**src/logic/mips_pkg.sv**
```systemverilog
`default_nettype none

package mips_pkg;

	// ------------------------------------------------------------
	// Widths
	// ------------------------------------------------------------
	localparam int REG_COUNT  = 32;
	localparam int REG_ADDR_W = $clog2(REG_COUNT);
	localparam int DATA_W     = 32;
	localparam int INSTR_W    = 32;
	localparam int OPCODE_W   = 6;
	localparam int FUNCT_W    = 6;
	localparam int IMM_W      = 16;

	typedef logic [DATA_W-1:0]     data_t;      // Register or ALU value
	typedef logic [INSTR_W-1:0]    instr_t;
	typedef logic [REG_ADDR_W-1:0] reg_addr_t;
	typedef logic [OPCODE_W-1:0]   opcode_t;
	typedef logic [FUNCT_W-1:0]    funct_t;
	typedef logic [IMM_W-1:0]      imm_t;

	// ------------------------------------------------------------
	// Instruction field positions
	// ------------------------------------------------------------
	localparam int OPCODE_LSB = 26;
	localparam int RS_LSB     = 21;
	localparam int RT_LSB     = 16;
	localparam int RD_LSB     = 11;    // Funct and immediate sit at bit 0

	// ------------------------------------------------------------
	// Opcodes
	// ------------------------------------------------------------
	localparam opcode_t OP_RTYPE = 6'd0;
	localparam opcode_t OP_ADDI  = 6'd8;
	localparam opcode_t OP_ANDI  = 6'd12;
	localparam opcode_t OP_ORI   = 6'd13;
	localparam opcode_t OP_LUI   = 6'd15;

	// R-type funct codes
	localparam funct_t FUNCT_ADD = 6'd32;
	localparam funct_t FUNCT_SUB = 6'd34;
	localparam funct_t FUNCT_AND = 6'd36;
	localparam funct_t FUNCT_OR  = 6'd37;
	localparam funct_t FUNCT_SLT = 6'd42;

	// ------------------------------------------------------------
	// ALU operations
	// ------------------------------------------------------------
	typedef enum logic [2:0] {
		ALU_ADD,
		ALU_SUB,
		ALU_AND,
		ALU_OR,
		ALU_SLT,    // Signed compare
		ALU_LUI     // Operand b into the upper half
	} alu_op_e;

endpackage

`default_nettype wire
```
**src/logic/mips_core.sv**
```systemverilog
`timescale 1ns/1ns
`default_nettype none

module mips_core (
	input  wire logic               clk,
	input  wire logic               reset,
	input  wire logic               instr_valid,
	input  mips_pkg::instr_t        instr,
	output logic                    wb_valid,
	output mips_pkg::reg_addr_t     wb_addr,
	output mips_pkg::data_t         wb_data
);

	// Bank read port
	mips_pkg::reg_addr_t rd_addr_a;
	mips_pkg::reg_addr_t rd_addr_b;
	mips_pkg::data_t     rd_data_a;
	mips_pkg::data_t     rd_data_b;

	// Decode to execute
	logic                dec_valid;
	logic                dec_write;
	mips_pkg::reg_addr_t dec_dest;
	mips_pkg::reg_addr_t dec_rs;
	mips_pkg::reg_addr_t dec_rt;
	mips_pkg::alu_op_e   dec_alu_op;
	mips_pkg::data_t     dec_data_a;
	mips_pkg::data_t     dec_data_b;
	mips_pkg::data_t     dec_imm;
	logic                dec_use_imm;

	// Execute to result
	logic                exe_write;
	mips_pkg::reg_addr_t exe_dest;
	mips_pkg::data_t     exe_data;

	// ------------------------------------------------------------
	// Stages
	// ------------------------------------------------------------
	mips_decode i_decode (
		.clk         (clk),
		.reset       (reset),
		.instr_valid (instr_valid),
		.instr       (instr),
		.rd_data_a   (rd_data_a),
		.rd_data_b   (rd_data_b),
		.rd_addr_a   (rd_addr_a),
		.rd_addr_b   (rd_addr_b),
		.dec_valid   (dec_valid),
		.dec_write   (dec_write),
		.dec_dest    (dec_dest),
		.dec_rs      (dec_rs),
		.dec_rt      (dec_rt),
		.dec_alu_op  (dec_alu_op),
		.dec_data_a  (dec_data_a),
		.dec_data_b  (dec_data_b),
		.dec_imm     (dec_imm),
		.dec_use_imm (dec_use_imm)
	);

	mips_execute i_execute (
		.clk         (clk),
		.reset       (reset),
		.dec_valid   (dec_valid),
		.dec_write   (dec_write),
		.dec_dest    (dec_dest),
		.dec_rs      (dec_rs),
		.dec_rt      (dec_rt),
		.dec_alu_op  (dec_alu_op),
		.dec_data_a  (dec_data_a),
		.dec_data_b  (dec_data_b),
		.dec_imm     (dec_imm),
		.dec_use_imm (dec_use_imm),
		.wb_valid    (wb_valid),     // Forwarding path
		.wb_addr     (wb_addr),
		.wb_data     (wb_data),
		.exe_write   (exe_write),
		.exe_dest    (exe_dest),
		.exe_data    (exe_data)
	);

	mips_writeback i_writeback (
		.clk       (clk),
		.reset     (reset),
		.exe_write (exe_write),
		.exe_dest  (exe_dest),
		.exe_data  (exe_data),
		.rd_addr_a (rd_addr_a),
		.rd_addr_b (rd_addr_b),
		.rd_data_a (rd_data_a),
		.rd_data_b (rd_data_b),
		.wb_valid  (wb_valid),
		.wb_addr   (wb_addr),
		.wb_data   (wb_data)
	);

endmodule

`default_nettype wire

```
**src/logic/mips_writeback.sv**
```systemverilog
`timescale 1ns/1ns
`default_nettype none

module mips_writeback (
	input  wire logic               clk,
	input  wire logic               reset,
	input  wire logic               exe_write,
	input  mips_pkg::reg_addr_t     exe_dest,
	input  mips_pkg::data_t         exe_data,
	input  mips_pkg::reg_addr_t     rd_addr_a,
	input  mips_pkg::reg_addr_t     rd_addr_b,
	output mips_pkg::data_t         rd_data_a,
	output mips_pkg::data_t         rd_data_b,
	output logic                    wb_valid,
	output mips_pkg::reg_addr_t     wb_addr,
	output mips_pkg::data_t         wb_data
);

	mips_pkg::data_t bank [mips_pkg::REG_COUNT];

	logic hit_a;
	logic hit_b;

	// ------------------------------------------------------------
	// Result register
	// ------------------------------------------------------------
	always_ff @(posedge clk) begin
		if (reset) begin
			wb_valid <= 1'b0;
			wb_addr  <= '0;
			wb_data  <= '0;
		end else begin
			wb_valid <= exe_write;
			wb_addr  <= exe_dest;
			wb_data  <= exe_data;
		end
	end

	// ------------------------------------------------------------
	// Register bank
	// ------------------------------------------------------------
	// r0 is never addressed by a write, so it stays zero
	always_ff @(posedge clk) begin
		if (reset) begin
			for (int i = 0; i < mips_pkg::REG_COUNT; i++) begin
				bank[i] <= '0;
			end
		end else if (wb_valid) begin
			bank[wb_addr] <= wb_data;   // One cycle after the report
		end
	end

	// Write-through when decode reads the register being written
	assign hit_a = wb_valid && (wb_addr == rd_addr_a);
	assign hit_b = wb_valid && (wb_addr == rd_addr_b);

	assign rd_data_a = hit_a ? wb_data : bank[rd_addr_a];
	assign rd_data_b = hit_b ? wb_data : bank[rd_addr_b];

endmodule

`default_nettype wire

```
**src/logic/mips_execute.sv**
```systemverilog
`timescale 1ns/1ns
`default_nettype none

module mips_execute (
	input  wire logic               clk,
	input  wire logic               reset,
	input  wire logic               dec_valid,
	input  wire logic               dec_write,
	input  mips_pkg::reg_addr_t     dec_dest,
	input  mips_pkg::reg_addr_t     dec_rs,
	input  mips_pkg::reg_addr_t     dec_rt,
	input  mips_pkg::alu_op_e       dec_alu_op,
	input  mips_pkg::data_t         dec_data_a,
	input  mips_pkg::data_t         dec_data_b,
	input  mips_pkg::data_t         dec_imm,
	input  wire logic               dec_use_imm,
	input  wire logic               wb_valid,
	input  mips_pkg::reg_addr_t     wb_addr,
	input  mips_pkg::data_t         wb_data,
	output logic                    exe_write,
	output mips_pkg::reg_addr_t     exe_dest,
	output mips_pkg::data_t         exe_data
);

	logic                write_q;
	mips_pkg::reg_addr_t dest_q;
	mips_pkg::reg_addr_t rs_q;
	mips_pkg::reg_addr_t rt_q;
	mips_pkg::alu_op_e   alu_op_q;
	mips_pkg::data_t     data_a_q;
	mips_pkg::data_t     data_b_q;
	mips_pkg::data_t     imm_q;
	logic                use_imm_q;

	mips_pkg::data_t     op_a;
	mips_pkg::data_t     fwd_b;
	mips_pkg::data_t     op_b;

	// ------------------------------------------------------------
	// Execute register
	// ------------------------------------------------------------
	always_ff @(posedge clk) begin
		if (reset) begin
			write_q <= 1'b0;
		end else begin
			write_q <= dec_write;
		end
	end

	// Payload only moves for a real instruction
	always_ff @(posedge clk) begin
		if (dec_valid) begin
			dest_q    <= dec_dest;
			rs_q      <= dec_rs;
			rt_q      <= dec_rt;
			alu_op_q  <= dec_alu_op;
			data_a_q  <= dec_data_a;
			data_b_q  <= dec_data_b;
			imm_q     <= dec_imm;
			use_imm_q <= dec_use_imm;
		end
	end

	// ------------------------------------------------------------
	// Forwarding from the result stage
	// ------------------------------------------------------------
	// Older results already came in through the bank or write-through
	assign op_a  = (wb_valid && wb_addr == rs_q) ? wb_data : data_a_q;
	assign fwd_b = (wb_valid && wb_addr == rt_q) ? wb_data : data_b_q;
	assign op_b  = use_imm_q ? imm_q : fwd_b;

	// ------------------------------------------------------------
	// ALU
	// ------------------------------------------------------------
	always_comb begin
		case (alu_op_q)
			mips_pkg::ALU_ADD: exe_data = op_a + op_b;
			mips_pkg::ALU_SUB: exe_data = op_a - op_b;
			mips_pkg::ALU_AND: exe_data = op_a & op_b;
			mips_pkg::ALU_OR:  exe_data = op_a | op_b;
			mips_pkg::ALU_SLT: begin
				// Signed compare, result is 0 or 1
				exe_data = ($signed(op_a) < $signed(op_b)) ?
					mips_pkg::data_t'(1) : '0;
			end
			mips_pkg::ALU_LUI: exe_data = op_b << mips_pkg::IMM_W;
			default:           exe_data = '0;
		endcase
	end

	assign exe_write = write_q;
	assign exe_dest  = dest_q;

endmodule

`default_nettype wire

```
**src/logic/mips_decode.sv**
```systemverilog
`timescale 1ns/1ns
`default_nettype none

module mips_decode (
	input  wire logic               clk,
	input  wire logic               reset,
	input  wire logic               instr_valid,
	input  mips_pkg::instr_t        instr,
	input  mips_pkg::data_t         rd_data_a,
	input  mips_pkg::data_t         rd_data_b,
	output mips_pkg::reg_addr_t     rd_addr_a,
	output mips_pkg::reg_addr_t     rd_addr_b,
	output logic                    dec_valid,
	output logic                    dec_write,
	output mips_pkg::reg_addr_t     dec_dest,
	output mips_pkg::reg_addr_t     dec_rs,
	output mips_pkg::reg_addr_t     dec_rt,
	output mips_pkg::alu_op_e       dec_alu_op,
	output mips_pkg::data_t         dec_data_a,
	output mips_pkg::data_t         dec_data_b,
	output mips_pkg::data_t         dec_imm,
	output logic                    dec_use_imm
);

	logic                valid_q;
	mips_pkg::instr_t    instr_q;

	mips_pkg::opcode_t   opcode;
	mips_pkg::funct_t    funct;
	mips_pkg::imm_t      imm;
	mips_pkg::reg_addr_t rd;
	logic                supported;
	logic                sign_ext;
	logic                dest_rd;

	// ------------------------------------------------------------
	// Decode register
	// ------------------------------------------------------------
	always_ff @(posedge clk) begin
		if (reset) begin
			valid_q <= 1'b0;
		end else begin
			valid_q <= instr_valid;
		end
	end

	always_ff @(posedge clk) begin
		if (instr_valid) begin
			instr_q <= instr;
		end
	end

	// Field split
	assign opcode = instr_q[mips_pkg::OPCODE_LSB +: mips_pkg::OPCODE_W];
	assign funct  = instr_q[mips_pkg::FUNCT_W-1:0];
	assign imm    = instr_q[mips_pkg::IMM_W-1:0];
	assign dec_rs = instr_q[mips_pkg::RS_LSB +: mips_pkg::REG_ADDR_W];
	assign dec_rt = instr_q[mips_pkg::RT_LSB +: mips_pkg::REG_ADDR_W];
	assign rd     = instr_q[mips_pkg::RD_LSB +: mips_pkg::REG_ADDR_W];

	// ------------------------------------------------------------
	// Control decode
	// ------------------------------------------------------------
	always_comb begin
		supported   = 1'b0;
		sign_ext    = 1'b0;
		dest_rd     = 1'b0;
		dec_use_imm = 1'b0;
		dec_alu_op  = mips_pkg::ALU_ADD;
		case (opcode)
			mips_pkg::OP_RTYPE: begin
				dest_rd = 1'b1;
				supported = 1'b1;   // Cleared below for unknown funct
				case (funct)
					mips_pkg::FUNCT_ADD: dec_alu_op = mips_pkg::ALU_ADD;
					mips_pkg::FUNCT_SUB: dec_alu_op = mips_pkg::ALU_SUB;
					mips_pkg::FUNCT_AND: dec_alu_op = mips_pkg::ALU_AND;
					mips_pkg::FUNCT_OR:  dec_alu_op = mips_pkg::ALU_OR;
					mips_pkg::FUNCT_SLT: dec_alu_op = mips_pkg::ALU_SLT;
					default:             supported = 1'b0;
				endcase
			end
			mips_pkg::OP_ADDI: begin
				supported   = 1'b1;
				sign_ext    = 1'b1;
				dec_use_imm = 1'b1;
				dec_alu_op  = mips_pkg::ALU_ADD;
			end
			mips_pkg::OP_ANDI: begin
				supported   = 1'b1;
				dec_use_imm = 1'b1;
				dec_alu_op  = mips_pkg::ALU_AND;
			end
			mips_pkg::OP_ORI: begin
				supported   = 1'b1;
				dec_use_imm = 1'b1;
				dec_alu_op  = mips_pkg::ALU_OR;
			end
			mips_pkg::OP_LUI: begin
				supported   = 1'b1;
				dec_use_imm = 1'b1;
				dec_alu_op  = mips_pkg::ALU_LUI;
			end
			default: ;  // Bubble
		endcase
	end

	assign dec_valid = valid_q & supported;
	assign dec_dest  = dest_rd ? rd : dec_rt;
	assign dec_write = dec_valid & (dec_dest != '0);  // Writes to r0 dropped here only

	// Only ADDI sign-extends
	assign dec_imm = sign_ext ?
		{{(mips_pkg::DATA_W-mips_pkg::IMM_W){imm[mips_pkg::IMM_W-1]}}, imm} :
		{{(mips_pkg::DATA_W-mips_pkg::IMM_W){1'b0}}, imm};

	// Operand read from the bank
	assign rd_addr_a  = dec_rs;
	assign rd_addr_b  = dec_rt;
	assign dec_data_a = rd_data_a;
	assign dec_data_b = rd_data_b;

endmodule

`default_nettype wire

```
**config.mk**
```make
export PLATFORM = sky130hd
export DESIGN_NAME = mips_core
export DESIGN_NICKNAME = d
export VERILOG_FILES = /design/src/logic/mips_pkg.sv /design/src/logic/mips_core.sv /design/src/logic/mips_writeback.sv /design/src/logic/mips_execute.sv /design/src/logic/mips_decode.sv
export SDC_FILE = /design/constraint.sdc
export NUM_CORES = 2
export LEC_CHECK = 0
export BUFFER_PORTS_ARGS = -buffer_cell sky130_fd_sc_hd__buf_4
export CORE_MARGIN = 2
export CORE_UTILIZATION = 35
export DETAILED_ROUTE_END_ITERATION = 6
export GPL_ROUTABILITY_DRIVEN = 0
export PLACE_DENSITY = 0.61
export SYNTH_ARGS = -nofsm -noshare
export SYNTH_HDL_FRONTEND = slang
export SYNTH_SLANG_ARGS = --single-unit
```
**constraint.sdc**
```tcl
create_clock -name clk -period 17.2 [get_ports clk]
set_input_delay 1.72 -clock clk [delete_from_list [all_inputs] [get_ports clk]]
set_output_delay 1.72 -clock clk [all_outputs]
set_load 0.1 [all_outputs]
```
==> results.yml <==
run_status:
  status: "complete, but fails checks"
  violations: "design-rule violations"
clock_tree:
  cts.sinks: 1206
  post_cts_resized: 0
  postCtsSetupRepairBufs: 0
  clk_latency_ns: 0.81
  numCtsBuffers: 138
  tritoncts: "built"
  cts.hold.buffers_added: 0
  clockBufferDepth: 3
  clock-root-buffer: "clkbuf_16"
  htreeDepth: 4
  clk_pin_slew_ns: 0.06
pwr:
  seq_power_share: 0.478
  power.share.clock: 0.411
  pwr-share-comb: 0.111
  p_switching_mw: 1.787
  sw_frac_of_total: 0.2541
  p_leak_nw: 26.40
  ir_drop_mv: 0.1087
  intPower_mw: 5.247
  powerDensity_nw_per_um2: 95.03
synth:
  yosys.area.top_type: "edfxtp_1"
  ys_async_sr_fraction: 0
  synth_top_area_frac: 0.5230
  synth_area_per_cell_um2: 14.65
  synthDistinctLibCells: 75
  yosys.area_share.simple: 0.1270
  synth_edf_count: 1156
  synth.most_common_cell: "edfxtp_1"
  syn_inst: 4532
  yosys_most_used_dff: "edfxtp_1"
  synthAdderAreaFrac: 0.01870
  seq_area_frac_synth: 0.5381
  syn_nets: 4665
  synthTopCellsByCount: "edfxtp_1 (1,156), and2_1 (1,025), mux4_2 (640)"
  yosysWarnings: 0
  muxShareOfSynthArea: 0.2411
  synth_top_family_by_area: "multiplexers"
  synth-compound-area-share: 0.03712
  syn_area_um2: 66370
  netlist_top_cells_area: "edfxtp_1 (52%), mux4_2 (22%), and2_1 (9.7%)"
  ys_seq_elements: 1206
  synth-xor-area-share: 0.006598
cells_and_area:
  nNetsFinal: 4567
  fillCellCount: 17200
  final_util: 0.3933
  areaGrowthSynthToFinish_pct: 11.52
  drive_gt1_frac: 0.2591
timing:
  rsz0062_at_grt: "no"
  final-max-slew-violation-count: 0
  fmax_mhz: 186.4
  relSlewSlack: 0.09300
  final-hold-violation-count: 0
  setup_violations: 0
  skew_ns: 0.03750
  fin_setup_tns_ns: 0
  tightest_slew_ns: 1.359
  fin_crit_ns: 5.365
  finalCritPeriodShare: 0.3119
min_path:
  min_from: "i_decode.instr_q[9]$_DFFE_PP_"
  whs_path_depth: 0
  hold_path_end: "i_execute.imm_q[9]$_DFFE_PP_"
  hp-class: "reg2reg"
floorplan:
  initial_utilization: 0.3527
  die-area_um2: 193100
  die_w_um: 439.5
  ios: 73
  rows: 159
  core_um2: 188200
  die-height_um: 439.5
global_route:
  grt_pass1_wl_mm: 315.3
  grt_usage: 0.2310
  grt_max_degree: 99
  first_global_vias: 41480
  grt.overflow.total: 0
  antenna_found_initial: 26
worst_setup_path:
  setup.worst_path.class: "reg2reg"
  path_max_fanout: 32
  r2r_slack_ns: 11.84
  ff2ff_path_depth: 15
  critPathArrivalTime_ns: 6.00
  startpoint: "i_writeback.wb_addr[3]$_SDFF_PP0_"
  worstPathRequired_ns: 17.84
  cp-end-kind: "flop"
  reg2reg_from: "i_writeback.wb_addr[3]$_SDFF_PP0_"
  r2r-end: "i_writeback.wb_data[26]$_SDFF_PP0_"
  start_kind: "flop"
route:
  via_count: 41700
  vias_per_cell: 5.912
  wl_mm: 223.7
  drc_errors: 1
  drtPass1Iterations: 7
  drt_iter0_markers: 6540
  routedWlPerCell_um: 31.72
  ant_nets: 0
place:
  port_buffers: 72
  dpl.hpwl_mm: 126.9
run:
  cap_viol_max_count: 0
-- cell usage in the layout, fill, tap and decap left out, drive strengths merged, types with 14 or more instances in the layout --
master,instances
a22oi,21
nor2,141
o211ai,15
buf,192
dfxtp,50
xor2,20
mux2i,100
and2,1025
clkbuf,170
nor2b,20
mux2,52
nor3,26
xnor2,30
a21o,14
a21oi,114
or2,33
o21ai,136
nand2,136
nand3,18
mux4,640
inv,105
edfxtp,1156
a211oi,17
ha,96
clkinv,61
-- through the flow --
step	hold slack [ns]	area (µm²)	setup WS, ns	power [mW]	cells
floorplan	0.4003	66370	10.74	3.909	4532
global placement	0.4121	69610	11.93	4.190	6789
detailed placement	0.4084	69610	11.98	4.198	6789
CTS	0.4282	73980	11.95	7.062	7041
global route	0.4508	73990	11.55	7.207	7042
finish	0.4316	74010	11.84	7.034	7053
-- registers in the layout, indices dropped and copies added, names as in the netlist, named ones only --
| register | flops |
|---|---|
| i_execute.exe_write | 1 |
| i_execute.exe_dest | 5 |
| i_execute.rs_q | 5 |
| i_execute.data_b_q | 32 |
| i_execute.use_imm_q | 1 |
| i_execute.rt_q | 5 |
| i_writeback.bank | 1024 |
| i_decode.instr_q | 32 |
| i_writeback.wb_data | 32 |
| i_execute.imm_q | 17 |
| i_execute.alu_op_q | 3 |
| i_writeback.wb_addr | 5 |
| i_decode.valid_q | 1 |
| i_writeback.wb_valid | 1 |
| i_execute.data_a_q | 32 |
-- worst max-delay path, stage by stage, from the launching register on --
cell and delay [ns]:
dfxtp_1 0.65, xor2_1 0.13, nor4_1 0.26, and3_2 0.88
mux2_2 0.43, ha_1 0.25, fa_1 0.46, a21oi_1 0.29
o21ai_1 0.19, a22oi_1 0.50, a31oi_1 0.35, o2111ai_1 0.29
nand2_1 0.09, xnor2_1 0.13, a32oi_1 0.14, a31oi_1 0.10
-- how the worst max path moves through the flow --
stage	to	depth (start not counted)	slack, ns
6_report	i_writeback.wb_data[26]$_SDFF_PP0_	15	11.84
5_1_grt	i_writeback.wb_data[27]$_SDFF_PP0_	16	11.55
4_1_cts	i_writeback.wb_data[27]$_SDFF_PP0_	16	11.95
3_5_place_dp	i_writeback.wb_data[27]$_SDFF_PP0_	16	11.98
3_3_place_gp	i_writeback.wb_data[26]$_SDFF_PP0_	17	11.93
2_1_floorplan	i_execute.alu_op_q[0]$_DFFE_PP_	6	10.74
-- power by group through the flow --
| stage | Combinational, mW | Sequential, mW | Clock [mW] |
|---|---|---|---|
| after CTS | 0.776 | 3.36 | 2.92 |
| after detailed placement | 0.775 | 3.42 | 0 |
| after global routing | 0.808 | 3.37 | 3.03 |
| final | 0.780 | 3.36 | 2.89 |
| after floorplan | 0.529 | 3.38 | 0 |
| after global placement | 0.772 | 3.42 | 0 |
-- cell type report --
cell class	instances	area, µm²	area share
tap	2495	3122	0.04218
antenna	12	30.03	0.0004057
sequential	1206	35750	0.4830
clock inverter	82	782.0	0.01057
multi-input combinational	2799	28880	0.3902
timing repair buffer	192	1491	0.02015
inverter	97	364.1	0.004919
clock buffer	170	3593	0.04855
-- per-layer routing --
layer	GRT usage	wire length, µm	part of all wire
met4	0.09352	9697	0.043
met2	0.3584	102700	0.46
met5	0	24	0.00011
met3	0.05578	24970	0.11
met1	0.3116	86360	0.39
-- cell families (layout without fill, tap and decap cells) --
| kind of cell | Yosys count | count (layout) |
|---|---|---|
| adder cells (fa/ha/maj) | 98 | 98 |
| multiplexers | 792 | 792 |
| other | 0 | 12 |
| XOR/XNOR | 50 | 50 |
| AND/OR/NAND/NOR | 1460 | 1460 |
| flip-flops | 1206 | 1206 |
| buffers and inverters | 527 | 541 |
| AO/OA/AOI/OAI | 399 | 399 |
No activity file was read; power rests on OpenSTA's default activity.
